===== src/hw/gpu_pkg.sv =====
`default_nettype none

package gpu_pkg;

    typedef logic [7:0] data_t;
    typedef logic [7:0] data_memory_address_t;
    typedef logic [2:0] reg_index_t;

    // Shared warp phase, broadcast to every lsu
    typedef enum logic [2:0] {
        WARP_IDLE,
        WARP_FETCH,
        WARP_DECODE,
        WARP_REQUEST,
        WARP_WAIT,
        WARP_EXECUTE,
        WARP_UPDATE
    } warp_state_t;

    typedef enum logic [1:0] {
        LSU_IDLE,
        LSU_REQUESTING,
        LSU_WAITING,
        LSU_DONE
    } lsu_state_t;

    localparam logic [3:0] OP_LDR = 4'b0111;
    localparam logic [3:0] OP_STR = 4'b1000;

    // Layout is opcode, register, base register, then a 6-bit zero-extended offset
    typedef struct packed {
        logic [3:0] opcode;
        reg_index_t rd;
        reg_index_t rs;
        logic [5:0] imm;
    } ldr_view_t;

    typedef struct packed {
        logic [3:0] opcode;
        reg_index_t rt;
        reg_index_t rs;
        logic [5:0] imm;
    } str_view_t;

    typedef union packed {
        ldr_view_t ldr;
        str_view_t str;
    } instr_t;

endpackage

`default_nettype wire


===== src/hw/warp_controller.sv =====
`default_nettype none
`timescale 1ns/1ps

module warp_controller #(
    parameter int THREADS = 4
) (
    input  wire                       clk,
    input  wire                       reset,
    input  wire                       instr_start,
    input  wire gpu_pkg::instr_t      instr,
    input  wire [3:0]                 thread_count,
    input  wire gpu_pkg::lsu_state_t  lsu_state [THREADS],
    output gpu_pkg::warp_state_t      warp_state,
    output logic [THREADS-1:0]        thread_enable,
    output logic                      mem_read_enable,
    output logic                      mem_write_enable,
    output gpu_pkg::reg_index_t       reg_a,
    output gpu_pkg::reg_index_t       reg_b,
    output gpu_pkg::reg_index_t       reg_d,
    output gpu_pkg::data_t            imm,
    output logic                      busy,
    output logic                      done
);
    import gpu_pkg::*;

    instr_t instr_q;
    logic   is_store;
    logic   all_done;

    assign is_store = (instr_q.str.opcode == OP_STR);
    assign busy = (warp_state != WARP_IDLE);

    // A no-operation leaves every lsu idle, so nothing is waited on
    always_comb begin
        all_done = 1'b1;
        for (int i = 0; i < THREADS; i++) begin
            if (thread_enable[i] && (mem_read_enable || mem_write_enable)
                    && lsu_state[i] != LSU_DONE) begin
                all_done = 1'b0;
            end
        end
    end

    always_ff @(posedge clk) begin
        if (reset) begin
            warp_state <= WARP_IDLE;
            thread_enable <= '0;
            mem_read_enable <= 1'b0;
            mem_write_enable <= 1'b0;
            done <= 1'b0;
        end else begin
            done <= 1'b0;
            case (warp_state)
                WARP_IDLE: begin
                    if (instr_start) begin
                        warp_state <= WARP_FETCH;
                    end
                end
                WARP_FETCH: warp_state <= WARP_DECODE;
                WARP_DECODE: begin
                    mem_read_enable <= (instr_q.ldr.opcode == OP_LDR);
                    mem_write_enable <= is_store;
                    for (int i = 0; i < THREADS; i++) begin
                        thread_enable[i] <= (i < int'(thread_count));
                    end
                    warp_state <= WARP_REQUEST;
                end
                WARP_REQUEST: warp_state <= WARP_WAIT;
                WARP_WAIT: begin
                    if (all_done) begin
                        warp_state <= WARP_EXECUTE;
                    end
                end
                WARP_EXECUTE: warp_state <= WARP_UPDATE;
                WARP_UPDATE: begin
                    warp_state <= WARP_IDLE;
                    done <= 1'b1;
                end
                default: warp_state <= WARP_IDLE;
            endcase
        end
    end

    always_ff @(posedge clk) begin
        if (warp_state == WARP_FETCH) begin
            instr_q <= instr;
        end
        if (warp_state == WARP_DECODE) begin
            // Base and offset sit at the same position in both views
            reg_a <= instr_q.ldr.rs;
            reg_b <= instr_q.str.rt;
            reg_d <= instr_q.ldr.rd;
            imm <= {2'b00, instr_q.ldr.imm};
        end
    end

endmodule

`default_nettype wire


===== config.mk =====
export PLATFORM = sky130hd
export DESIGN_NAME = warp_controller
export DESIGN_NICKNAME = d
export VERILOG_FILES = /design/src/hw/gpu_pkg.sv /design/src/hw/warp_controller.sv
export SDC_FILE = /design/constraint.sdc
export NUM_CORES = 1
export LEC_CHECK = 0
export BUFFER_PORTS_ARGS = -buffer_cell sky130_fd_sc_hd__buf_2
export CORE_ASPECT_RATIO = 1.1
export CORE_MARGIN = 5
export CORE_UTILIZATION = 50
export CTS_BUF_LIST = sky130_fd_sc_hd__clkbuf_4
export DETAILED_ROUTE_END_ITERATION = 6
export GPL_ROUTABILITY_DRIVEN = 0
export GPL_TIMING_DRIVEN = 0
export PLACE_DENSITY = 0.92
export SYNTH_ARGS = -nofsm -noshare
export SYNTH_HDL_FRONTEND = slang
export SYNTH_SLANG_ARGS = --single-unit

===== constraint.sdc =====
create_clock -name clk -period 3.35 [get_ports clk]
set_input_delay 0.335 -clock clk [delete_from_list [all_inputs] [get_ports clk]]
set_output_delay 0.335 -clock clk [all_outputs]
set_load 0.03 [all_outputs]

Yosys cells after proc, flatten, opt, wreduce, memory -nomap -nowiden

Cells that the tools add are included.

Register bits after elaboration: 38
Output and inout port bits: 28
Word-level logic and storage cells: 47

Magnitude comparators: 4
Eq/ne operators: 14
Muxes and demuxes: 8
Reductions and logical operators: 12

Operators with widths:

| cell                 | number |
|---|---|
| $pmux W3 S6          | 1 |
| $ne A2 B2 Y1 const B | 6 |
| $eq A3 B3 Y1 const B | 3 |
| $logic_and A1 B1 Y1  | 8 |
| $lt A1 B4 Y1 const A | 2 |
| $lt A2 B4 Y1 const A | 2 |
| $eq A3 B2 Y1 const B | 2 |
| $mux W3              | 2 |
| $mux W1              | 5 |
| $eq A4 B3 Y1 const B | 1 |
| $eq A4 B4 Y1 const B | 1 |
| $eq A3 B1 Y1 const B | 1 |
| $logic_not A3 Y1     | 1 |
| $reduce_bool A3 Y1   | 1 |
| $reduce_and A2 Y1    | 1 |
| $logic_or A1 B1 Y1   | 1 |

Depth between registers and ports, before layout

Gate-level depths: netlist of the first run.

Depth in word-level cells: 9
Depth in mapped cells: 4

Least setup slack after synthesis of the first run

OpenSTA, ideal clock, no wires.

Path kind: flip-flop to flip-flop
Start point: register warp_state[0]
End point: register instr_q[0] (netlist bit) (enable)
Library setup time: 0.413 ns
Arrival: 1.948 ns
Required time: 2.937 ns
Path slack: 0.989 ns
Cell stages (with the launch flop): 2
Cell sequence: dfxtp_1 > nor3b_1

Word-level cells in the longest chain between the ends: 1

RTL lines:

| what                   | line                  | text |
|---|---|---|
| start, declared        | warp_controller.sv:13 | `output gpu_pkg::warp_state_t warp_state,` |
| start signal, assigned | warp_controller.sv:46 | `warp_state <= WARP_IDLE;` |
| start signal, assigned | warp_controller.sv:56 | `warp_state <= WARP_FETCH;` |
| start signal, assigned | warp_controller.sv:59 | `WARP_FETCH: warp_state <= WARP_DECODE;` |
| $eq A3 B1 Y1           | warp_controller.sv:85 | `if (warp_state == WARP_FETCH) begin` |
| end signal, assigned   | warp_controller.sv:86 | `instr_q <= instr;` |
| end, declared          | warp_controller.sv:26 | `instr_t instr_q;` |

Every way passes these cells.
A chain may end at the register's enable or synchronous reset.

Final worst setup path of the first run

Start point: register warp_state[0]
End point: output port busy

Word-level cells in the longest chain between the ends: 1

RTL lines:

| what               | line                  | text |
|---|---|---|
| $reduce_bool A3 Y1 | warp_controller.sv:31 | `assign busy = (warp_state != WARP_IDLE);` |
| end, declared      | warp_controller.sv:21 | `output logic busy,` |

Every way passes these cells.

==> results of run 1 <==
area by class of cell:
| type | instances | area (µm²) |
|---|---|---|
| sequential | 38 | 1040 |
| fill | 177 | 801 |
| timing repair buffer | 56 | 287 |
| multi-input combinational | 37 | 262 |
| buffer | 7 | 53.8 |
| clock buffer | 6 | 45.0 |
| tap | 31 | 38.8 |
| clock inverter | 2 | 8.76 |
| inverter | 2 | 7.51 |
worst max-delay path, stage by stage (launching register included):
cell	delay, ns
dfxtp_1	0.41
or3_2	0.49
buf_2	0.19
worst max-delay path by stage:
stage	slack, ns	end	from
after global placement	0.82	instr_q[4]	warp_state[0]
final	1.59	busy	warp_state[0]
after floorplan	0.99	instr_q[0]	warp_state[0]
after CTS	1.57	busy	warp_state[0]
after global routing	1.52	busy	warp_state[0]
after detailed placement	1.73	instr_q[4]	warp_state[0]
cell families (layout without fill, tap and decap cells):
logic type      count (synthesis)  after routing  share of synthesized area (%)
flops                          38             38                           76.8
simple gates                   21             21                           9.14
compound gates                 12             12                           7.76
buf+inv                         9             73                           4.52
mux                             2              2                           1.48
other cells                     1              2                          0.277
sequential cells by signal, summed over array words and instances (netlist names):
| register | count |
|---|---|
| done | 1 |
| imm | 6 |
| instr_q | 16 |
| mem_read_enable | 1 |
| mem_write_enable | 1 |
| reg_a | 3 |
| reg_d | 3 |
| thread_enable | 4 |
| warp_state | 3 |
synth_stat cells (all sizes together) (3+ instances only):
cell,count,area share (%)
nand2,3,0.83
a21boi,3,1.7
nor2,9,2.5
dfxtp,10,15
buf,6,3.6
edfxtp,28,62
stage by stage:
step	setup WS, ns	instance area (µm²)	std cells
after global placement	0.822	1670	170
after floorplan	0.989	1360	84
after detailed placement	1.73	1690	171
after CTS	1.57	1740	179
final	1.59	1740	179
after global routing	1.52	1740	179
power breakdown:
| part | leakage [nW] | internal [mW] | switching [mW] |
|---|---|---|---|
| logic | 0.350 | 0.0474 | 0.0802 |
| registers | 0.340 | 0.538 | 0.0156 |
| clock network | 0.0331 | 0.0869 | 0.132 |
routing by layer:
| layer | vias to the layer above | routed length, µm | GRT usage (%) |
|---|---|---|---|
| met5 | - | 0 | 0 |
| met4 | 0 | 51 | 7.20 |
| met3 | 7 | 374 | 7.94 |
| met2 | 54 | 1260 | 23.2 |
| met1 | 410 | 896 | 15.1 |
| li1 | 434 | - | - |
==> run metrics, run 1 <==
run status=complete, no violations; Worst-path clk slew=0.10 ns; Die Y=64.6 µm; Num CTS Buffers=5; Max IR drop VDD=0.473 mV; Layout area overhead=28.6%; Final Hold Viols=0; Hold WC Path Type=input pin to flop; antenna viol nets, final=0; CTS sink cnt=38; Initial Util=53.3%; GR Util All Layers=14.4%; R2R cell count=2; R2R Path End=instr_q[15]; PortBufs=55; vias in the first global route=902; final setup fails=0; R2R Setup Slk=1.74 ns; min Tclk post-route=1.76 ns; Startpoint Class=flop; PostCTS Resize Cnt=0; number of diodes=0; sequential area share after synthesis=76.8%; I/O Pins=59; average size of a mapped cell=16.3 µm²; Setup CP Type=flop to primary output; Clock Skew=0.00991 ns; Cell variety after synth=23; DRC viols=0; Setup TNS=0 ns; site row count=19; CP endpoint kind=primary output; DR pass1 iterations=4; Async SR Flop Fraction=0%; Achievable Freq=568 MHz; largest net degree at the start of global routing=22; Post-CTS Setup Inserts=0; layout cells sized above 1=51.4%; commonest cells after routing, fill and taps aside=buf_2 (55), edfxtp_1 (28), dfxtp_1 (10); worst r2r src=warp_state[0]; via/cell ratio=5.06; grt ovf=0; DRT iter0 DRCs=16; most common cell after layout, fill and taps aside=buf_2; CP max FO=9; final critical-path share of the clock period=52.5%; Ys Warns=0; Cell Pwr Density=517 nW/µm²; LEAKAGE=0.723 nW; final core occ=68.5%; final WL=2.58 mm; Min Hold Slack=0.168 ns; Clock Latency Late Sink=0.33 ns; hold path start=instr[6]; nets=178; TritonCTS clock tree=built; power after layout=0.901 mW; Hold Buf Count CTS=0; CP required=3.01 ns; RSZ-0062 raised after global routing=false; global-route wire length before repair=3.98 mm; Die ar.=3850 µm²; WP data arrival=1.42 ns; Seq cells post-synth=38; core area=2540 µm²; via count=905; final slew viol count=0; post-DR wirelength/cell=14.4 µm; initial antenna violation count=0; Die Width=59.6 µm; number of max-cap violations=0; Bufs on Longest Clock Path=2; number of flops mapped to enable cells by yosys=28; DP Wirelength=2.00 mm; Clock Tree Root=clkbuf_4; CTS H-Tree Depth=2; hold worst-path end=instr_q[6]; Rel. slew slack=59.8%; hold depth=1; synthesized area=1360 µm²; ys flop type=edfxtp_1; actual slew at the worst max-slew pin=0.600 ns; Synth Instances=83
Note: power is estimated with default switching activity, not from simulation.
==> run 2: changes to the inputs <==
Settings changed: CORE_UTILIZATION 50 to 48, PLACE_DENSITY 0.92 to 0.89.
Clock period 3.35 ns to 1.7 ns, I/O delays scaled along.
==> run 2 against run 1 <==
Worst hold slack got worse by 0.14 ns. Routed wire length is 4.7% higher. Power is 120% higher. First-iteration DRC count unchanged. Via count up 5.5%. Final area grew 9.8%. Global-route usage decreased by 0.39 points. Register-to-register slack lost 1.7 ns. Combinational power is 120% higher. Count of clock-buffer cells in the layout decreased by 1. Sequential cell count unchanged. Critical endpoint is now instr_q[12]. Largest cell class unchanged. Largest power group unchanged.
==> run metrics, run 2 (synthesis results as in run 1) <==
run status=complete, no violations; I/O Pins=59; CP max stage cell=nor3b_4; Clock Latency Late Sink=0.32 ns; grt ovf=0; min Tclk post-route=1.62 ns; CP endpoint kind=flop; Clock Tree Root=clkbuf_4; Max IR drop VDD=0.782 mV; Final Hold Viols=0; core area=2750 µm²; RSZ-0062 raised after global routing=false; actual slew at the worst max-slew pin=0.769 ns; Setup CP Type=flop to flop; Initial Util=49.2%; hold path start=instr[8]; CTS H-Tree Depth=2; placed cells=172; worst path buffer plus inverter count=0; Setup TNS=0 ns; placed inst area=1690 µm²; number of max-cap violations=0; final WL=2.71 mm; hold worst-path end=instr_q[8]; final setup fails=0; PortBufs=55; Worst-path clk slew=0.11 ns; LEAKAGE=0.790 nW; TritonCTS clock tree=built; Layout fillers=203; final instance area=1910 µm²; antenna viol nets, final=0; R2R Setup Slk=0.08 ns; Achievable Freq=618 MHz; CTS sink cnt=38; DRT iter0 DRCs=16; DRC viols=0; number of diodes=0; crit-path leading delay family=simple AND/OR/NAND/NOR gates; Die Width=60.7 µm; largest net degree at the start of global routing=22; Num CTS Buffers=5; most common cell after layout, fill and taps aside=buf_2; final critical-path share of the clock period=95.2%; initial antenna violation count=0; slowest stage delay, CP=0.72 ns; Die Y=65.7 µm; max reg flops=16; vias in the first global route=907; CP required=1.66 ns; via/cell ratio=4.90; post-DR wirelength/cell=13.9 µm; Post-CTS Setup Inserts=0; Hold Buf Count CTS=7; PnR worst setup slack=0.0822 ns; Critical Path, Cell by Cell=nor3b_4; via count=955; commonest cells after routing, fill and taps aside=buf_2 (55), edfxtp_1 (28), dlygate4sd3_1 (15); nets=192; R2R Path End=instr_q[12]; Layout area overhead=41.3%; WP data arrival=1.58 ns; largest registers=instr_q x16, imm x6, thread_enable x4; worst r2r src=warp_state[0]; final core occ=69.5%; CP max FO=16; PostCTS Resize Cnt=0; power after layout=1.95 mW; DR pass1 iterations=4; global-route wire length before repair=4.03 mm; pre-CTS WS=0.0956 ns; Clock Skew=0.00911 ns; layout cells sized above 1=46.9%; hold depth=1; Bufs on Longest Clock Path=2; site row count=20; DP Wirelength=1.95 mm; Hold WC Path Type=input pin to flop; final slew viol count=0; Rel. slew slack=48.7%; non-filler cells, final=195; Die ar.=3990 µm²; Startpoint Class=flop; R2R cell count=1; Cell Pwr Density=1020 nW/µm²; Min Hold Slack=0.0325 ns; Largest Register=instr_q; GR Util All Layers=14.1%
-- run 2: final cells by class --
cell class	count	area (µm²)	area share, %
clock buffers	5	37.5	1.96
plain buffers	7	53.8	2.81
repair buffers	70	425	22.2
clock inverters	3	40.0	2.09
flip-flops and latches	38	1040	54.4
well taps	33	41.3	2.16
multi-input cells	37	268	14.0
inverters	2	7.51	0.392
-- run 2: how the worst max path moves through the flow --
stage / startpoint / endpoint / slack, ns / cells past startpoint
6_report: warp_state[0] / instr_q[12] / 0.08 / 1
5_1_grt: warp_state[0] / instr_q[6] / 0.008 / 1
4_1_cts: warp_state[0] / instr_q[3] / 0.08 / 1
3_5_place_dp: warp_state[0] / instr_q[4] / 0.1 / 1
3_3_place_gp: warp_state[0] / instr_q[3] / 0.17 / 1
2_1_floorplan: warp_state[0] / instr_q[0] / 0.08 / 1
-- run 2: where the power goes --
group	leakage, nW	switching (mW)	internal (mW)	total, mW
Combinational	0.405	0.164	0.114	0.278
Clock	0.0450	0.277	0.305	0.582
Sequential	0.340	0.0302	1.06	1.09
Total	0.790	0.471	1.48	1.95
-- run 2: layer usage --
metal	vias to the layer above	global-route usage [%]	share of wire, %
met5	-	0	0
met4	0	5.15	0.81
met3	2	4.72	8.0
met2	40	26.1	58
met1	448	14.0	34
li1	465	-	-
