## src/hw/gpu_pkg.sv

```systemverilog
`default_nettype none

package gpu_pkg;

    typedef logic [7:0] data_t;
    typedef logic [7:0] data_memory_address_t;
    typedef logic [2:0] reg_index_t;

    // Shared warp phase, broadcast to every lsu
    typedef enum logic [2:0] {
        WARP_IDLE,
        WARP_FETCH,
        WARP_DECODE,
        WARP_REQUEST,
        WARP_WAIT,
        WARP_EXECUTE,
        WARP_UPDATE
    } warp_state_t;

    typedef enum logic [1:0] {
        LSU_IDLE,
        LSU_REQUESTING,
        LSU_WAITING,
        LSU_DONE
    } lsu_state_t;

    localparam logic [3:0] OP_LDR = 4'b0111;
    localparam logic [3:0] OP_STR = 4'b1000;

    // Layout is opcode, register, base register, then a 6-bit zero-extended offset
    typedef struct packed {
        logic [3:0] opcode;
        reg_index_t rd;
        reg_index_t rs;
        logic [5:0] imm;
    } ldr_view_t;

    typedef struct packed {
        logic [3:0] opcode;
        reg_index_t rt;
        reg_index_t rs;
        logic [5:0] imm;
    } str_view_t;

    typedef union packed {
        ldr_view_t ldr;
        str_view_t str;
    } instr_t;

endpackage

`default_nettype wire

```

## src/hw/mem_channel_if.sv

```systemverilog
`default_nettype none
`timescale 1ns/1ps

interface mem_channel_if;
    import gpu_pkg::*;

    logic                 read_valid;
    data_memory_address_t read_address;
    logic                 read_ready;
    data_t                read_data;
    logic                 write_valid;
    data_memory_address_t write_address;
    data_t                write_data;
    logic                 write_ready;

    modport lsu (
        output read_valid, read_address, write_valid, write_address, write_data,
        input  read_ready, read_data, write_ready
    );

    modport ctrl (
        input  read_valid, read_address, write_valid, write_address, write_data,
        output read_ready, read_data, write_ready
    );
endinterface

`default_nettype wire

```

## src/hw/lsu.sv

```systemverilog
`default_nettype none
`timescale 1ns/1ps

module lsu (
    input  wire                     clk,
    input  wire                     reset,
    // Low when this thread is beyond the active thread count
    input  wire                     enable,
    input  wire gpu_pkg::warp_state_t warp_state,
    input  wire                     decoded_mem_read_enable,
    input  wire                     decoded_mem_write_enable,
    input  wire gpu_pkg::data_t     rs1,
    input  wire gpu_pkg::data_t     rs2,
    input  wire gpu_pkg::data_t     imm,
    mem_channel_if.lsu              mem,
    output gpu_pkg::lsu_state_t     lsu_state,
    output gpu_pkg::data_t          lsu_out
);
    import gpu_pkg::*;

    data_memory_address_t offset_address;
    logic                 active;
    logic                 read_accept;
    logic                 write_accept;

    assign offset_address = rs1 + imm;
    assign active = enable && (decoded_mem_read_enable || decoded_mem_write_enable);
    assign read_accept = mem.read_valid && mem.read_ready;
    assign write_accept = mem.write_valid && mem.write_ready;

    always_ff @(posedge clk) begin
        if (reset) begin
            lsu_state <= LSU_IDLE;
            mem.read_valid <= 1'b0;
            mem.write_valid <= 1'b0;
        end else if (active) begin
            case (lsu_state)
                LSU_IDLE: begin
                    // Start only once the warp reaches its request phase
                    if (warp_state == WARP_REQUEST) begin
                        lsu_state <= LSU_REQUESTING;
                    end
                end
                LSU_REQUESTING: begin
                    // Load wins if both flags were ever set together
                    mem.read_valid <= decoded_mem_read_enable;
                    mem.write_valid <= decoded_mem_write_enable && !decoded_mem_read_enable;
                    lsu_state <= LSU_WAITING;
                end
                LSU_WAITING: begin
                    if (read_accept) begin
                        mem.read_valid <= 1'b0;
                        lsu_state <= LSU_DONE;
                    end
                    if (write_accept) begin
                        mem.write_valid <= 1'b0;
                        lsu_state <= LSU_DONE;
                    end
                end
                LSU_DONE: begin
                    // Hold done until the warp has written back
                    if (warp_state == WARP_UPDATE) begin
                        lsu_state <= LSU_IDLE;
                    end
                end
                default: begin
                    lsu_state <= LSU_IDLE;
                end
            endcase
        end
    end

    // Request payload is captured with the valid and held until ready
    always_ff @(posedge clk) begin
        if (active && lsu_state == LSU_REQUESTING) begin
            mem.read_address <= offset_address;
            mem.write_address <= offset_address;
            mem.write_data <= rs2;
        end
    end

    // Loaded value stays here until the next load
    always_ff @(posedge clk) begin
        if (active && lsu_state == LSU_WAITING && read_accept) begin
            lsu_out <= mem.read_data;
        end
    end

endmodule

`default_nettype wire

```

## src/flat_wrapper.sv

```systemverilog
// flat-port wrapper written by rule: the top's interface ports become plain ports
module lsu_flat import gpu_pkg::*;
  (clk, reset, enable, warp_state, decoded_mem_read_enable, decoded_mem_write_enable, rs1, rs2, imm, lsu_state, lsu_out, mem_read_valid, mem_read_address, mem_write_valid, mem_write_address, mem_write_data, mem_read_ready, mem_read_data, mem_write_ready);
  mem_channel_if mem_i ();
  input  wire clk;
  input  wire reset;
  input  wire enable;
  input  wire gpu_pkg::warp_state_t warp_state;
  input  wire decoded_mem_read_enable;
  input  wire decoded_mem_write_enable;
  input  wire gpu_pkg::data_t rs1;
  input  wire gpu_pkg::data_t rs2;
  input  wire gpu_pkg::data_t imm;
  output gpu_pkg::lsu_state_t lsu_state;
  output gpu_pkg::data_t lsu_out;
  output wire logic [$bits(mem_i.read_valid)-1:0] mem_read_valid;
  output wire logic [$bits(mem_i.read_address)-1:0] mem_read_address;
  output wire logic [$bits(mem_i.write_valid)-1:0] mem_write_valid;
  output wire logic [$bits(mem_i.write_address)-1:0] mem_write_address;
  output wire logic [$bits(mem_i.write_data)-1:0] mem_write_data;
  input wire logic [$bits(mem_i.read_ready)-1:0] mem_read_ready;
  input wire logic [$bits(mem_i.read_data)-1:0] mem_read_data;
  input wire logic [$bits(mem_i.write_ready)-1:0] mem_write_ready;
  assign mem_read_valid = mem_i.read_valid;
  assign mem_read_address = mem_i.read_address;
  assign mem_write_valid = mem_i.write_valid;
  assign mem_write_address = mem_i.write_address;
  assign mem_write_data = mem_i.write_data;
  assign mem_i.read_ready = mem_read_ready;
  assign mem_i.read_data = mem_read_data;
  assign mem_i.write_ready = mem_write_ready;
  lsu u_core (.clk(clk), .reset(reset), .enable(enable), .warp_state(warp_state), .decoded_mem_read_enable(decoded_mem_read_enable), .decoded_mem_write_enable(decoded_mem_write_enable), .rs1(rs1), .rs2(rs2), .imm(imm), .mem(mem_i), .lsu_state(lsu_state), .lsu_out(lsu_out));
endmodule
```

## config.mk

```make
export PLATFORM = sky130hd
export DESIGN_NAME = lsu_flat
export DESIGN_NICKNAME = d
export VERILOG_FILES = /design/src/hw/gpu_pkg.sv /design/src/hw/mem_channel_if.sv /design/src/hw/lsu.sv /design/src/flat_wrapper.sv
export SDC_FILE = /design/constraint.sdc
export NUM_CORES = 1
export LEC_CHECK = 0
export BUFFER_PORTS_ARGS = -buffer_cell sky130_fd_sc_hd__buf_2
export CAP_MARGIN = 10
export CORE_MARGIN = 4
export CORE_UTILIZATION = 43
export CTS_CLUSTER_SIZE = 24
export DETAILED_ROUTE_END_ITERATION = 8
export PLACE_DENSITY = 0.81
export SLEW_MARGIN = 10
export SYNTH_ARGS = -nofsm -noshare
export SYNTH_HDL_FRONTEND = slang
export SYNTH_SLANG_ARGS = --single-unit
```

## constraint.sdc

```tcl
create_clock -name clk -period 2.2 [get_ports clk]
set_clock_uncertainty 0.1 [all_clocks]
set_input_delay 0.33 -clock clk [delete_from_list [all_inputs] [get_ports clk]]
set_output_delay 0.33 -clock clk [all_outputs]
set_load 0.005 [all_outputs]
```

Word level (Yosys, flattened, before mapping):

Cells that the tools add are included.

* word-level logic and storage cells: 40
* bits in registers: 28
* output and inout bits: 36

* add/subtract/negate cells: 1
* reduce and logical (&&, ||, !) cells: 14
* muxes and demuxes: 9
* equality and inequality tests: 10

Operator list (count)
* 8-bit adder: 1
* 2-bit 2-to-1 mux: 4
* 2-bit by 1-bit != test with 1-bit output, second input constant: 4
* 2-bit one-hot mux with 4 select lines: 1
* 1-bit logical AND: 7
* 3-bit AND reduction: 2
* 2-bit == test, second input constant: 2
* 1-bit one-hot mux with 2 select lines: 2
* 4-bit AND reduction: 1
* 3-bit by 2-bit == test with 1-bit output, second input constant: 1
* 3-bit == test, second input constant: 1
* 3-bit by 1-bit != test with 1-bit output, second input constant: 1
* 2-bit by 1-bit == test with 1-bit output, second input constant: 1
* 2-bit logical NOT: 1
* 1-bit 2-to-1 mux: 2
* 2-bit nonzero test: 1
* 1-bit logical NOT: 1
* 1-bit logical OR: 1

Longest topological paths before layout:

* depth after elaboration: 4
* depth in mapped cells: 6
* mapped depth without buffers: 6

Worst setup path before layout:

No wires, ideal clock.

* path type: flip-flop to flip-flop
* start: reg u_core.lsu_state[1]
* end: reg u_core.mem.read_address[0], enable pin
* data required time: 1712 ps
* setup slack: 342 ps
* stages on the path, launching flop included: 5
* data arrival time: 1370 ps
* cells stage by stage: dfxtp_1 -> inv_1 -> ha_1 -> inv_1 -> nor2_1

* longest elaborated chain between the ends: 2

Ends and longest elaborated chain
* from (decl): RTL line lsu.sv:16 `output gpu_pkg::lsu_state_t lsu_state,`
* from (signal assigned): RTL line lsu.sv:33 `lsu_state <= LSU_IDLE;`
* from (signal assigned): RTL line lsu.sv:41 `lsu_state <= LSU_REQUESTING;`
* from (signal assigned): RTL line lsu.sv:48 `lsu_state <= LSU_WAITING;`
* 2-bit by 1-bit == test with 1-bit output: RTL line lsu.sv:75 `if (active && lsu_state == LSU_REQUESTING) begin`
* 1-bit logical AND: RTL line lsu.sv:75
* to (signal assigned): RTL line lsu.sv:76 `mem.read_address <= offset_address;`
* to (decl): RTL line mem_channel_if.sv:17 `output read_valid, read_address, write_valid, write_address, write_data,`

No other way between the ends.
A chain may end at the register's enable or synchronous reset.

Final worst setup path:

* start: reg u_core.lsu_state[0]
* end: reg u_core.lsu_state[0]

* longest elaborated chain between the ends: 3

Ends and longest elaborated chain
* 2-bit == test / 2-bit logical NOT (equally long branches): RTL line lsu.sv:37 `case (lsu_state)`
* 3-bit by 1-bit != test with 1-bit output (no line) / 2-bit by 1-bit != test with 1-bit output (equally long branches)
* 4-bit AND reduction (no line)

Several ways; a longest one is shown, not always the timed one.

==> summary.md <==
| Metric | Value |
|---|---|
| Status | `finished clean` |
| Initial antenna violation count | `0` |
| Avg Cell Area, Syn | `~13 µm²` |
| Number of global-route vias before repair | `between 1000 and 1500` |
| Drt total wl | `around 3 mm` |
| Die span in y | `64.8 µm` |
| Worst-path clk slew | `about 0.14 ns` |
| Multi-input combinational cell area | `roughly 500 µm²` |
| Setup CP Type | `reg -> reg` |
| Crit path arrival time | `a little over 2 ns` |
| Grt ovf | `0` |
| R2R depth | `6` |
| Total of max-cap violations | `0` |
| Nature of the critical path endpoint | `flop` |
| I/O Pins | `78` |
| Pre-antenna DRT Iters | `4` |
| Number of buffers and inverters on the critical path | `1` |
| Reg2reg start | `u_core.lsu_state[0]` |
| Main area contributors after synthesis | `edfxtp_1 (52%), ha_1 (11%), dfxtp_1 (5.8%)` |
| Pwr dens | `between 500 and 600 nW/µm²` |
| Reg area | `about 800 µm²` |
| Synth area leader | `edfxtp_1` |
| CTS Buf Count | `3` |
| Origin of the worst setup path | `u_core.lsu_state[0]` |
| Critical Path RT | `roughly 2.3 ns` |
| Post-CTS setup buffers | `0` |
| Crit path depth | `6` |
| CTS Buffer Depth | `2` |
| Measured slew at the worst slew-check pin | `around 0.58 ns` |
| Synth top area share | `0.520` |
| CTS resizes | `0` |
| Cell Area, Synth | `~1400 µm²` |
| Core Region | `~3100 µm²` |
| RR Endpoint | `u_core.lsu_state[0]` |
| RSZ-0062 raised after global routing | `false` |
| Die footprint | `around 4200 µm²` |
| Fin. max-slew vios | `0` |
| Crit-path cells | `inv_1 -> ha_1 -> and4bb_1 -> a311oi_2 -> or4_1 -> and3_1` |
| Gr busiest metal | `met2` |
| First-pass GRT wire length | `4.52 mm` |
| Min Tclk post-route | `approximately 1.9 ns` |
| Clock Sinks | `28` |
| Vias per std cell | `about 4.7` |
| Slew headroom | `0.610` |
| Residual DRC | `0` |
| Initial drt markers | `25` |
| R2r setup slk | `roughly 0.30 ns` |
| Clock root buffer master | `clkbuf_4` |
| Final Setup Violations | `0` |
| Maximum vdd drop | `0.240 mV` |
| Pin count of the biggest net entering global routing | `17` |
| Post-Syn Instances | `approximately 100` |
| Worst Hold Class | `in -> reg` |
| Worst Hold End | `u_core.mem.write_data[5]` |
| GR Util All Layers | `0.138` |
| Fmax | `526 MHz` |
| Worst path top cell family by delay | `simple AND/OR/NAND/NOR gates` |
| Antenna viol nets, final | `0` |
| Diode count | `0` |
| Top FF cell, synth | `edfxtp_1` |
| Crit start category | `flop` |
| #FFs+latches synth | `28` |
| Initial Util | `0.450` |
| Fin crit share | `0.863` |
| Fill count | `roughly 270` |
| Slowest cell on crit path | `dfxtp_1` |
| Min-delay src | `rs2[5]` |
| # rows | `20` |
| Share of cells above drive strength 1 | `0.478` |
| GR Util met1 | `0.131` |
| Async set-reset flop share out of synthesis | `0` |
| Routed WL per cell | `~13 µm` |
| Die outline width | `roughly 65 µm` |
| Nets | `about 230` |
| Synthesized Nets | `about 160` |
| Seq/Total Area, Yosys | `0.578` |
| CTS tree | `done` |
| M3 GR Usage | `0.0225` |
| Crit Path Max Fanout | `4` |
| Post-route setup slack | `~0.30 ns` |
| Leakage power | `about 0.81 nW` |
| Pre-CTS setup slack | `about 0.20 ns` |
| Top-count cell post-synth | `edfxtp_1` |
| Met2 Usage GRT | `0.282` |
| I/O Buffers | `77` |
| Layout area overhead | `31.8%` |
| Hold depth | `1` |
| Hold buffers post-CTS | `0` |
| Final RePlAce weighted congestion | `0.701` |
| Count of cell types in the netlist | `28` |
| Routed vias | `1047` |
| Max stage delay on crit path | `roughly 0.41 ns` |
| Post-synth EDFFs | `24` |
| Synth top cells by count | `edfxtp_1 (24), ha_1 (12), buf_4 (8)` |
| Worst-skew pair later-pin latency | `around 0.32 ns` |
| Setup TNS | `0 ns` |
| Post-DP HPWL | `approximately 2.5 mm` |
| Yosys warns | `0` |
| H-tree Lvls | `1` |
| Hold Vio Cnt, Final | `0` |
==> worst register-to-register path: cells and delay by family (launching register included) <==
kind,cells,cell delay (ns)
buf+inv,1,0.11
simple gates,3,0.90
fa+ha+maj,1,0.23
compound gates,1,0.07
flops,1,0.41
==> cells in the final DEF, fill, tap and decap left out, types with 4 or more instances in the layout <==
cell      netlist  routed
o21ai_0         4       4
ha_1           12      12
inv_1           6       6
dfxtp_1         4       4
a21oi_1         5       5
xnor2_1         4       4
edfxtp_1       24      24
nor2_1          7       7
buf_2           0      77
==> through the flow <==
stage	power (W)	instance area, µm²	cells	util	hold slack (ns)
final	0.00108	1830	222	0.593	0.0704
after detailed placement	0.000766	1770	218	0.576	0.408
after CTS	0.00109	1830	222	0.593	0.0618
after global routing	0.00113	1830	222	0.593	0.0361
after global placement	0.000755	1770	218	0.576	0.408
after floorplan	0.000698	1390	104	-	0.299
==> worst max path at each step <==
stage	to	slack, ns
global route	u_core.lsu_out[4]	0.18
floorplan	u_core.mem.read_address[0]	0.34
finish	u_core.lsu_state[0]	0.30
global placement	u_core.mem.read_address[6]	0.24
detailed placement	u_core.mem.read_address[6]	0.20
CTS	u_core.lsu_state[0]	0.30
==> state kept, by name, summed over array words and instances, names as in the netlist <==
register / cells
u_core.lsu_out: 8
u_core.mem.read_address: 8
u_core.mem.read_valid: 1
u_core.lsu_state: 2
u_core.mem.write_data: 8
u_core.mem.write_valid: 1
==> routing by layer <==
| layer | share of wire | vias to the layer above |
|---|---|---|
| met4 | 0.013 | 0 |
| met5 | 0 | - |
| li1 | - | 519 |
| met1 | 0.35 | 484 |
| met3 | 0.067 | 4 |
| met2 | 0.57 | 40 |
==> where the power goes <==
part | switching [W] | internal, W
Clock | 0.000146 | 0.000184
Sequential | 0.00000507 | 0.000591
Combinational | 0.0000751 | 0.0000801
Total | 0.000226 | 0.000856
==> logic make-up (layout without fill, tap and decap cells) <==
| group | count (synthesis) | count (layout) | synth area share |
|---|---|---|---|
| XOR/XNOR | 7 | 7 | 0.0442 |
| buffers and inverters | 14 | 88 | 0.0596 |
| AO/OA/AOI/OAI | 20 | 20 | 0.108 |
| multiplexers | 1 | 1 | 0.00722 |
| adder cells (fa/ha/maj) | 13 | 13 | 0.123 |
| flip-flops | 28 | 28 | 0.578 |
| AND/OR/NAND/NOR | 21 | 21 | 0.0803 |
==> layout make-up <==
cell class	instances	area share
Sequential cell	28	0.438
Multi-Input combinational cell	62	0.275
Timing Repair Buffer	78	0.215
Tap cell	44	0.0301
Clock inverter	1	0.0164
Clock buffer	3	0.0123
Inverter	6	0.0123
Power figures use the tool's default switching activity.
