`src/hw/gpu_pkg.sv`:
```
`default_nettype none

package gpu_pkg;

    typedef logic [7:0] data_t;
    typedef logic [7:0] data_memory_address_t;
    typedef logic [2:0] reg_index_t;

    // Shared warp phase, broadcast to every lsu
    typedef enum logic [2:0] {
        WARP_IDLE,
        WARP_FETCH,
        WARP_DECODE,
        WARP_REQUEST,
        WARP_WAIT,
        WARP_EXECUTE,
        WARP_UPDATE
    } warp_state_t;

    typedef enum logic [1:0] {
        LSU_IDLE,
        LSU_REQUESTING,
        LSU_WAITING,
        LSU_DONE
    } lsu_state_t;

    localparam logic [3:0] OP_LDR = 4'b0111;
    localparam logic [3:0] OP_STR = 4'b1000;

    // Layout is opcode, register, base register, then a 6-bit zero-extended offset
    typedef struct packed {
        logic [3:0] opcode;
        reg_index_t rd;
        reg_index_t rs;
        logic [5:0] imm;
    } ldr_view_t;

    typedef struct packed {
        logic [3:0] opcode;
        reg_index_t rt;
        reg_index_t rs;
        logic [5:0] imm;
    } str_view_t;

    typedef union packed {
        ldr_view_t ldr;
        str_view_t str;
    } instr_t;

endpackage

`default_nettype wire

```
`src/hw/thread_regfile.sv`:
```
`default_nettype none
`timescale 1ns/1ps

module thread_regfile (
    input  wire                      clk,
    input  wire                      reset,
    input  wire [2:0]                thread_id,
    input  wire                      host_write,
    input  wire gpu_pkg::reg_index_t host_index,
    input  wire gpu_pkg::data_t      host_data,
    input  wire gpu_pkg::reg_index_t host_read_index,
    input  wire gpu_pkg::reg_index_t read_a,
    input  wire gpu_pkg::reg_index_t read_b,
    input  wire                      writeback,
    input  wire gpu_pkg::reg_index_t write_index,
    input  wire gpu_pkg::data_t      write_data,
    output gpu_pkg::data_t           host_read_data,
    output gpu_pkg::data_t           data_a,
    output gpu_pkg::data_t           data_b
);
    import gpu_pkg::*;

    data_t regs [7];

    // r7 is hardwired to the thread index
    function automatic data_t read_reg(input reg_index_t idx);
        if (idx == 3'd7) begin
            return {5'b00000, thread_id};
        end
        return regs[idx];
    endfunction

    always_ff @(posedge clk) begin
        if (reset) begin
            for (int i = 0; i < 7; i++) begin
                regs[i] <= '0;
            end
        end else if (writeback) begin
            if (write_index != 3'd7) begin
                regs[write_index] <= write_data;
            end
        end else if (host_write && host_index != 3'd7) begin
            regs[host_index] <= host_data;
        end
    end

    always_comb begin
        data_a = read_reg(read_a);
        data_b = read_reg(read_b);
        host_read_data = read_reg(host_read_index);
    end

endmodule

`default_nettype wire

```
`config.mk`:
```
export PLATFORM = sky130hd
export DESIGN_NAME = thread_regfile
export DESIGN_NICKNAME = d
export VERILOG_FILES = /design/src/hw/gpu_pkg.sv /design/src/hw/thread_regfile.sv
export SDC_FILE = /design/constraint.sdc
export NUM_CORES = 1
export LEC_CHECK = 0
export CORE_MARGIN = 8
export CORE_UTILIZATION = 30
export DETAILED_ROUTE_END_ITERATION = 10
export DONT_BUFFER_PORTS = 1
export GPL_TIMING_DRIVEN = 0
export RECOVER_POWER = 100
export SETUP_SLACK_MARGIN = 0.05
export SLEW_MARGIN = 20
export SYNTH_ARGS = -nofsm -noshare
export SYNTH_HDL_FRONTEND = slang
export SYNTH_SLANG_ARGS = --single-unit
```
`constraint.sdc`:
```
create_clock -name clk -period 1.6 [get_ports clk]
set_input_delay 0.16 -clock clk [delete_from_list [all_inputs] [get_ports clk]]
set_output_delay 0.16 -clock clk [all_outputs]
set_load 0.02 [all_outputs]
```
## Yosys cells after proc, flatten, opt, wreduce, memory -nomap -nowiden

Memory sizes are Yosys's and may differ from the RTL's.
Cells that the tools add are included.

| word-level totals | value |
|---|---|
| bits in writable memories | 56 |
| register bits | 0 |
| output and inout bits | 24 |
| memories | 1 |
| input port bits | 38 |

| cells by class | value |
|---|---|
| multiplexer cells | 25 |
| equal/unequal tests | 5 |
| reductions and logical operators | 3 |

Memory list:

| name | depth | width | rd ports | clocked after memory_dff | write ports | line | text |
|---|---|---|---|---|---|---|---|
| regs | 7 | 8 | 3 | 0 | 7 | thread_regfile.sv:23 | `data_t regs [7];` |

Operators with widths:

| cell | count |
|---|---|
| $mux 8 | 8 |
| $reduce_or 8->1 | 2 |
| $mux 1 | 15 |
| $eq 3x3->1 const B | 3 |
| $mux 3 | 2 |
| $ne 3x3->1 const B | 2 |
| $logic_and 1x1->1 | 1 |

## Depth between registers and ports, before layout

Gate-level depths: netlist of run 1.

| logic depth | value |
|---|---|
| depth in word-level cells | 8 |
| mapped depth | 6 |

## Worst setup path after synthesis of run 1

OpenSTA, ideal clock, no wires.

| timing | value |
|---|---|
| path kind | input to register |
| from | input port writeback |
| to | memory regs[1][0] (netlist bit) (enable) |
| data arrival time | 1.335 ns |
| data required time | 1.266 ns |
| buffers on the path | 1 |
| path slack | -0.069 ns |
| stages | 5 |
| path through | buf_6 -> or3b_1 -> a21oi_2 -> o211ai_2 -> nand2b_1 |

RTL lines:

| item | line | text |
|---|---|---|
| from (decl) | thread_regfile.sv:14 | `input wire writeback,` |
| to (decl) | thread_regfile.sv:23 |  |

==> results of run 1 <==
synth_stat cells:
cell type	n	area [µm²]
inv_1	13	48.80
o31ai_1	3	22.52
edfxtp_1	51	1531
nor3b_4	1	18.77
a211oi_1	1	7.510
conb_1	1	3.750
mux2i_1	21	210.2
nand3b_2	1	11.26
a21oi_1	16	80.08
a22oi_1	9	67.56
buf_4	3	22.52
a21oi_2	2	17.52
a32oi_4	1	27.53
o21bai_2	1	11.26
nand3_1	2	10.01
mux4_2	33	743.2
nor4b_4	1	23.77
buf_6	2	22.52
a221oi_1	5	43.79
o22ai_1	2	12.51
a21oi_4	1	16.27
and2_1	1	6.260
o211ai_2	1	12.51
nand2_1	19	71.32
nor2b_1	3	18.77
nor3_1	2	10.01
clkbuf_1	6	22.52
clkinv_1	1	3.750
buf_2	11	55.05
nand3b_1	1	7.510
mux2_2	8	90.09
a311oi_4	1	26.28
nand3_2	1	10.01
dfxtp_1	8	160.2
a31o_2	1	8.760
nand2b_1	16	100.1
nor2_1	64	240.2
or3b_1	2	17.52
a21o_1	2	15.01
o21ai_0	8	40.04
and3b_2	1	10.01
metal layers:
metal  vias to the layer above  wire, µm  GRT usage, %
li1                       1279         -             -
met1                      1449      4879         17.40
met4                         0       314         7.514
met3                        21       739         3.223
met2                       122      5924         23.25
met5                         -         0             0
layout make-up:
class	instances	area (µm²)	area share (%)
inverters	14	55.05	1.133
multi-input cells	234	2399	49.36
well taps	172	215.2	4.428
flip-flops and latches	59	1692	34.81
clock inverters	5	77.57	1.596
clock buffers	11	232.7	4.789
repair buffers	7	52.55	1.081
plain buffers	22	136.4	2.806
per-stage QoR:
| step | instances | hold slack [ps] |
|---|---|---|
| CTS | 521 | 186.2 |
| global route | 524 | 171.9 |
| global placement | 501 | 479.2 |
| finish | 524 | 172.1 |
| floorplan | 329 | 457.9 |
| detailed placement | 501 | 493.0 |
kinds of logic after synthesis:
logic type / count (synthesis)
AND/OR/NAND/NOR: 115
AO/OA/AOI/OAI: 54
other: 1
buffers and inverters: 36
flip-flops: 59
multiplexers: 62
cell usage in the layout, fill, tap and decap left out, types with 8 or more instances in the layout:
cell        n
mux2i_1    21
dfxtp_1     8
nand2_2    10
buf_4      11
mux4_2     33
nand2b_1   11
a21oi_2     9
buf_2       8
clkbuf_16   9
inv_1      12
nor2_1     52
edfxtp_1   51
a21oi_1     9
worst min path at each step:
stage                  to  cells after the start
2_1_floorplan  regs[5][0]                      2
3_3_place_gp   regs[6][6]                      2
3_5_place_dp   regs[6][0]                      2
4_1_cts        regs[6][2]                      3
5_1_grt        regs[6][4]                      2
6_report       regs[6][4]                      2
what timing repair did:
action / in CTS / in global routing
pin swaps: 11 / 5
buffers inserted: 4 / 3
gates resized for setup: 68 / 25
setup endpoints to repair: 32 / 47
hold endpoints to repair: 0 / 0
gates cloned: 0 / 0
power groups by stage:
stage | combinational, mW | clock [mW] | sequential, mW
final | 0.987 | 2.02 | 1.88
after global routing | 1.04 | 2.11 | 1.89
after CTS | 0.932 | 2.03 | 1.87
after detailed placement | 0.798 | 0 | 1.91
after global placement | 0.790 | 0 | 1.89
after floorplan | 0.627 | 0 | 1.87
==> flow_summary.json, run 1 <==
{
  "placed_area_um2": 4140,
  "required_ps": 1440,
  "end_kind": "primary output",
  "slowest_stage": "mux4_2",
  "p_sw_share_pct": 27.13,
  "avgViaCountPerCell": 5.479,
  "slew_violations": 0,
  "drv_cap": 0,
  "leakage_nw": 1.687,
  "crit_type": "reg -> out",
  "dp_hpwl_um": 8376,
  "rrSetupSlack_ps": 950,
  "crit_start": "regs[0][0]",
  "areaGrowthSynthToFinish_pct": 25.29,
  "rsz0062_at_grt": "true",
  "hp-class": "in -> reg",
  "clockBufferDepth": 2,
  "root_buffer": "clkbuf_16",
  "cp_cell_sequence": "mux4_2 > mux2_4",
  "synthesis.area_um2": 3879,
  "path_clk_slew_ps": 50,
  "initial_core_util_pct": 30.74,
  "powerDensity_nw_per_um2": 1006,
  "drc": 0,
  "power_frac_comb_pct": 20.2,
  "fin_skew_ps": 0,
  "first_pass_iters": 4,
  "nFillCells": 1221,
  "crit_end": "host_read_data[0]",
  "grt_pass1_wl_um": 17200,
  "yosysSeqAreaShare_pct": 43.61,
  "cts_buffers": 9,
  "synth-xor-area-share_pct": 0,
  "r2r_end": "regs[6][4]",
  "muxShareOfSynthArea_pct": 26.90,
  "cts_sinks": 59,
  "synth_top_family_by_area": "multiplexers",
  "coreArea_um2": 12620,
  "cp.arrival_ps": 1550,
  "dp_slack_ps": -375.1,
  "fin_crit_sh_pct": 106.6,
  "cts_tree": "built",
  "clock.fmax_mhz": 586.2,
  "ys_warn_count": 0,
  "status": "finished, violations left",
  "antenna_found_initial": 0,
  "relSlewSlack_pct": 48.59,
  "die_h_um": 129.7,
  "portBuffers": 0,
  "finalSetupTns_ps": -822.2,
  "clk_latency_ps": 330,
  "grt_pass1_vias": 3020,
  "n_antenna_cell": 0,
  "cp-start-kind": "register",
  "cp.depth": 2,
  "failed_checks": "setup timing",
  "wirelength_um": 11860,
  "r2r.worst_path.cells": 2,
  "syn_inst": 327,
  "min_from": "write_data[4]",
  "final_cell_area_um2": 4860,
  "intPower_mw": 3.561,
  "cts_hold_buffers": 0,
  "ios": 62,
  "syn_area_per_cell_um2": 11.86,
  "finalPower_mw": 4.886,
  "final_core_util_pct": 38.51,
  "drive_above_1_share_pct": 42.90,
  "critPathMaxFanout": 3,
  "largest_register": "regs",
  "ant_nets": 0,
  "dieWidth_um": 129.7,
  "fin_ws_ps": -106.0,
  "synth_cell_types": 41,
  "cp_num_buf_inv": 0,
  "synth-simple-area-share_pct": 14.32,
  "rows": 41,
  "grt.total_usage_pct": 14.28,
  "synth-compound-area-share_pct": 10.55,
  "globalplace.congestion": 0.8838,
  "first_iter_violations": 176,
  "vias": 2871,
  "reg.largest.list": "regs x59",
  "cp_top_family": "multiplexers",
  "hold_viol": 0,
  "grt_max_degree": 11,
  "worst_pin_slew_ps": 771.1,
  "yosys.area_share.adder_pct": 0,
  "cts-htree-levels": 3,
  "ir_worst_vdd_mv": 0.4297,
  "period_needed_ps": 1706,
  "nets": 385,
  "p_clk_share_pct": 41.4,
  "wire_per_inst_um": 22.63,
  "seqPwrFrac_pct": 38.4,
  "p_sw_mw": 1.326,
  "slowest_delay_ps": 490,
  "r2r-start": "regs[6][4]",
  "synth_seq_cells": 59,
  "dieArea_um2": 16820,
  "largest_register_ffs": 59,
  "setup_viol": 14,
  "overflow": 0
}
Power figures use the tool's default switching activity.
==> run 2: changes to the inputs <==
--- a/config.mk
+++ b/config.mk
@@ -10,6 +10,7 @@
 export DETAILED_ROUTE_END_ITERATION = 10
 export DONT_BUFFER_PORTS = 1
 export GPL_TIMING_DRIVEN = 0
+export PLACE_DENSITY = 0.49
 export RECOVER_POWER = 100
 export SETUP_SLACK_MARGIN = 0.05
 export SLEW_MARGIN = 20
==> run 2 against run 1 <==
The run still ends with setup timing left. Die area unchanged. Worst setup slack got worse by 3.5 ps. Total power increased by 4.7%. Critical path depth unchanged. Clock power increased by 9.9%. Worst hold slack got worse by 4.1 ps. First-iteration DRC count increased by 38%. Utilization increased by 0.60 points. Final cell count unchanged. Clock skew unchanged. Clock-buffer cell count unchanged.
==> flow_summary.json, run 2 (synthesis gave the netlist of run 1 again) <==
{
  "leakage_nw": 1.736,
  "min_to": "regs[5][0]",
  "min_delay_path_depth": 2,
  "worst_pin_slew_ps": 942.2,
  "grt_max_degree": 11,
  "end_kind": "primary output",
  "slowest_stage": "mux4_2",
  "initial_core_util_pct": 30.74,
  "power_frac_comb_pct": 19.9,
  "p_sw_mw": 1.338,
  "fin_skew_ps": 0,
  "relSlewSlack_pct": 37.19,
  "rrSetupSlack_ps": 960,
  "overflow": 0,
  "die_h_um": 129.7,
  "dp_hpwl_um": 8599,
  "first_iter_violations": 243,
  "r2r-start": "regs[6][1]",
  "fin_ws_ps": -109.5,
  "p_sw_share_pct": 26.16,
  "slowest_delay_ps": 490,
  "reg.largest.list": "regs x59",
  "final_cell_mix": "nor2_1, edfxtp_1, mux4_2",
  "cts-htree-levels": 3,
  "cts_buffers": 9,
  "path_clk_slew_ps": 60,
  "required_ps": 1440,
  "areaGrowthSynthToFinish_pct": 27.26,
  "drv_cap": 0,
  "hold_viol": 0,
  "first_pass_iters": 5,
  "rows": 41,
  "stdcell_count": 524,
  "globalplace.congestion": 0.8036,
  "ir_worst_vdd_mv": 0.4701,
  "cp_top_family": "multiplexers",
  "fin_crit_sh_pct": 106.8,
  "dieArea_um2": 16820,
  "intPower_mw": 3.777,
  "wirelength_um": 12480,
  "grt_pass1_vias": 2894,
  "coreArea_um2": 12620,
  "root_buffer": "clkbuf_16",
  "nets": 385,
  "clk_latency_ps": 330,
  "dp.cells": 501,
  "period_needed_ps": 1709,
  "cts_sinks": 59,
  "hp-class": "in -> reg",
  "cp-start-kind": "register",
  "rsz0062_at_grt": "true",
  "vias": 2785,
  "powerDensity_nw_per_um2": 1036,
  "dp_slack_ps": -540.1,
  "cp.arrival_ps": 1550,
  "p_clk_share_pct": 43.4,
  "final_cell_area_um2": 4936,
  "seqPwrFrac_pct": 36.7,
  "placed_area_um2": 4140,
  "finalPower_mw": 5.115,
  "antenna_found_initial": 0,
  "drive_above_1_share_pct": 42.90,
  "cp_cell_sequence": "mux4_2 > mux2_4",
  "portBuffers": 0,
  "grt.total_usage_pct": 14.92,
  "n_antenna_cell": 0,
  "drc": 0,
  "clock.fmax_mhz": 585.0,
  "largest_register": "regs",
  "r2r.worst_path.cells": 2,
  "r2r_end": "regs[6][1]",
  "cts_tree": "built",
  "clockBufferDepth": 2,
  "cp_num_buf_inv": 0,
  "dieWidth_um": 129.7,
  "slew_violations": 0,
  "wire_per_inst_um": 23.82,
  "ios": 62,
  "min_from": "write_data[0]",
  "grt_pass1_wl_um": 17860,
  "avgViaCountPerCell": 5.315,
  "largest_register_ffs": 59,
  "failed_checks": "setup timing",
  "setup_viol": 16,
  "crit_type": "reg -> out",
  "critPathMaxFanout": 3,
  "ant_nets": 0,
  "layout_commonest_cell": "nor2_1",
  "finalSetupTns_ps": -714.8,
  "status": "finished, violations left"
}
==> run 2: cell count changes in the layout (fill, tap and decap cells not counted), sizes merged <==
| cell | delta |
|---|---|
| inv | -1 |
| bufinv | +1 |
| clkbuf | +1 |
| clkinv | +1 |
| clkinvlp | -1 |
| buf | -1 |
==> run 2: what timing repair did <==
item                                    CTS  global route
resized for setup                        67            38
hold buffers                              0             0
pin swaps                                12             6
setup buffers                             3             4
endpoints found under the setup margin   40            58
==> run 2: final cells by class <==
class / instances / area (µm²)
fillers: 1234 / 7684
multi-input cells: 234 / 2420
flip-flops and latches: 59 / 1692
clock buffers: 11 / 242.7
well taps: 172 / 215.2
plain buffers: 22 / 143.9
clock inverters: 5 / 100.1
repair buffers: 7 / 65.06
inverters: 14 / 57.56
==> run 2: worst max-delay path by stage <==
stage,endpoint,depth (start not counted),start
floorplan,regs[1][0],5,writeback
detailed placement,data_a[5],5,read_a[0]
global route,data_a[0],2,regs[3][0]
finish,data_a[0],2,regs[3][0]
CTS,data_a[0],2,regs[3][0]
global placement,data_a[5],5,read_a[0]
==> run 2: worst register-to-register path, cell delays in order, from the launching register on <==
cell      delay (ps)
dfxtp_1          380
nand2b_1          70
mux2i_1          120
==> run 2: metal layers <==
metal	track usage (%)	wire, µm	vias up
met4	5.806	183	0
met1	19.07	5210	1403
li1	-	-	1273
met5	0	0	-
met3	3.590	955	15
met2	23.95	6134	94
==> run 2: metrics by stage <==
step / hold WS (ps) / util (%)
2_1_floorplan: 457.9 / -
3_3_place_gp: 485.1 / 32.81
3_5_place_dp: 496.6 / 32.81
4_1_cts: 170.3 / 37.68
5_1_grt: 197.2 / 39.11
6_report: 168.0 / 39.11
==> run 2: power groups by stage <==
stage,clock network [mW],logic [mW],registers [mW]
floorplan,0,0.627,1.87
global placement,0,0.804,1.90
detailed placement,0,0.807,1.91
CTS,2.24,0.939,1.88
global route,2.30,1.08,1.89
finish,2.22,1.02,1.88
==> run 3: changes to the inputs <==
--- a/config.mk
+++ b/config.mk
@@ -5,6 +5,7 @@
 export SDC_FILE = /design/constraint.sdc
 export NUM_CORES = 1
 export LEC_CHECK = 0
+export ABC_AREA = 1
 export CORE_MARGIN = 8
 export CORE_UTILIZATION = 30
 export DETAILED_ROUTE_END_ITERATION = 10
==> run 3 against run 2 <==
The run now ends clean. Flip-flop and latch count grew 2. Wire length grew 18%. Synthesized cell count grew 86%. Sequential share of layout area grew 2.8 points. Non-clock buffer count grew 5. Clock-buffer cell count is the same. Register-to-register slack lost 110 ps.
==> flow_summary.json, run 3 <==
{
  "dp_hpwl_um": 11700,
  "cts-htree-levels": 3,
  "end_kind": "primary output",
  "synth_area_leader_cell": "edfxtp_1",
  "grt_max_degree": 11,
  "wl_met1_um": 6622,
  "crit_type": "in -> out",
  "synth_seq_cells": 61,
  "vias": 4235,
  "rrSetupSlack_ps": 850,
  "clockBufferDepth": 2,
  "nFillCells": 1482,
  "initial_core_util_pct": 30.28,
  "synth-simple-area-share_pct": 33.46,
  "dp_slack_ps": -131.5,
  "largest_register_ffs": 61,
  "relSlewSlack_pct": 50.34,
  "hold_ws_ps": 141.5,
  "hp-class": "in -> reg",
  "grt_pass1_vias": 3994,
  "syn_inst": 607,
  "avgViaCountPerCell": 5.248,
  "clk_latency_ps": 320,
  "cp.arrival_ps": 1420,
  "rows": 43,
  "status": "completed",
  "grt.total_usage_pct": 16.36,
  "drc": 0,
  "r2r_end": "regs[6][7]",
  "areaGrowthSynthToFinish_pct": 13.86,
  "final_cell_mix": "nand2_1, nand3_1, nor2_1",
  "powerDensity_nw_per_um2": 982.9,
  "critPathMaxFanout": 10,
  "nets": 660,
  "met2_length_um": 6603,
  "cp-start-kind": "primary input",
  "r2r-start": "regs[6][7]",
  "ys_warn_count": 0,
  "cts_hold_buffers": 0,
  "synth-main-ff-cell": "edfxtp_1",
  "hold_viol": 0,
  "yosys-top-cells-area": "edfxtp_1, nand2_1, nand3_1",
  "yosysTopAreaCellShare_pct": 38.31,
  "layout_commonest_cell": "nand2_1",
  "dieWidth_um": 133.7,
  "required_ps": 1440,
  "synth-compound-area-share_pct": 15.69,
  "synthesis.area_um2": 4154,
  "period_needed_ps": 1578,
  "finalPower_mw": 4.649,
  "drv_cap": 0,
  "root_buffer": "clkbuf_16",
  "synth_top_family_by_area": "simple AND/OR/NAND/NOR gates",
  "min_from": "host_data[0]",
  "cts_buffers": 9,
  "antenna_found_initial": 0,
  "stdcell_count": 807,
  "ys_top_cells_by_count": "nand2_1, nand3_1, nor2_1, o21ai_0, a21oi_1",
  "reg.largest.list": "regs x61",
  "fin_crit_sh_pct": 98.60,
  "fin_ws_ps": 22.47,
  "top_layer": "met4",
  "syn_area_per_cell_um2": 6.843,
  "min_to": "regs[5][0]",
  "globalplace.congestion": 0.9441,
  "synth_edf_count": 53,
  "largest_register": "regs",
  "first_iter_violations": 714,
  "slew_violations": 0,
  "synth-xor-area-share_pct": 0,
  "portBuffers": 0,
  "yosys.area_share.adder_pct": 0,
  "wirelength_um": 14760,
  "grt_pass1_wl_um": 22600,
  "overflow": 0,
  "crit_start": "read_b[0]",
  "muxShareOfSynthArea_pct": 0,
  "die_h_um": 133.7,
  "wire_per_inst_um": 18.29,
  "r2r.worst_path.cells": 4,
  "yosysSeqAreaShare_pct": 42.17,
  "ant_nets": 0,
  "cts_tree": "built",
  "synth.most_common_cell": "nand2_1",
  "path_clk_slew_ps": 50,
  "first_pass_iters": 5,
  "coreArea_um2": 13720,
  "worst_pin_slew_ps": 742.1,
  "drive_above_1_share_pct": 11.00,
  "ios": 62,
  "synth_cell_types": 24,
  "clock.fmax_mhz": 633.9,
  "dp.cells": 791,
  "route.met3.wl_um": 1169,
  "async_flop_share_pct": 0,
  "cts_sinks": 61,
  "ir_worst_vdd_mv": 0.4629,
  "setup_viol": 0,
  "dieArea_um2": 17870,
  "leakage_nw": 1.996,
  "rsz0062_at_grt": "true",
  "min_delay_path_depth": 2,
  "n_antenna_cell": 0,
  "fin_skew_ps": 0
}
## run 3: cell types whose count changed in the layout (fill, tap and decap cells not counted), sizes merged, moves of 21 or more
cell | before | now
mux4 | 33 | 0
nand3 | 3 | 71
inv | 13 | 46
nand2 | 19 | 178
o21ai | 8 | 69
a21oi | 19 | 59
mux2i | 21 | 0
## run 3: worst max-delay path by stage
stage	endpoint	slack, ps	cells past startpoint
6_report	data_b[7]	20	5
3_5_place_dp	regs[5][7]	-130	5
4_1_cts	data_b[4]	30	6
3_3_place_gp	regs[5][7]	-80	5
2_1_floorplan	regs[5][0]	210	6
5_1_grt	host_read_data[6]	-30	4
## run 3: timing repair
action	4_1_cts	5_1_grt
setup endpoints to repair	8	16
gates cloned	0	0
resized for setup	11	38
setup buffers	0	0
hold endpoints to repair	0	0
pin swaps	1	9
## run 3: power breakdown
part	switching (mW)	internal (mW)
Sequential	0.118	1.88
Clock	0.631	1.11
Combinational	0.669	0.240
## run 3: layer usage
layer | track usage [%] | up-vias
met3 | 3.163 | 31
li1 | - | 2054
met1 | 21.48 | 1918
met5 | 0 | -
met2 | 25.86 | 232
met4 | 6.550 | 0
## run 3: worst max-delay path, cell delays in order
cell and delay, ps:
buf_2 160, buf_1 440, nand3_1 330, o21ai_0 180, inv_1 140
## run 3: cell type report
| cell class | instances | area (µm²) | area share (%) |
|---|---|---|---|
| clock buffer | 11 | 252.7 | 5.344 |
| inverter | 50 | 188.9 | 3.995 |
| multi-input combinational | 466 | 2122 | 44.87 |
| tap | 180 | 225.2 | 4.762 |
| buffer | 34 | 161.4 | 3.413 |
| sequential | 61 | 1754 | 37.09 |
| clock inverter | 5 | 25.02 | 0.5291 |
## run 3: per-stage QoR
stage               setup TNS (ps)  utilization (%)  area [µm²]
floorplan                        0                -        4169
global route                -68.27            34.47        4730
detailed placement           -3422            32.03        4394
CTS                              0            34.32        4708
global placement             -1629            32.03        4394
finish                           0            34.47        4730
## run 3: cells by family after synthesis
kind of cell	after synthesis
AO/OA/AOI/OAI	129
buffers and inverters	84
flip-flops	61
other	1
AND/OR/NAND/NOR	332
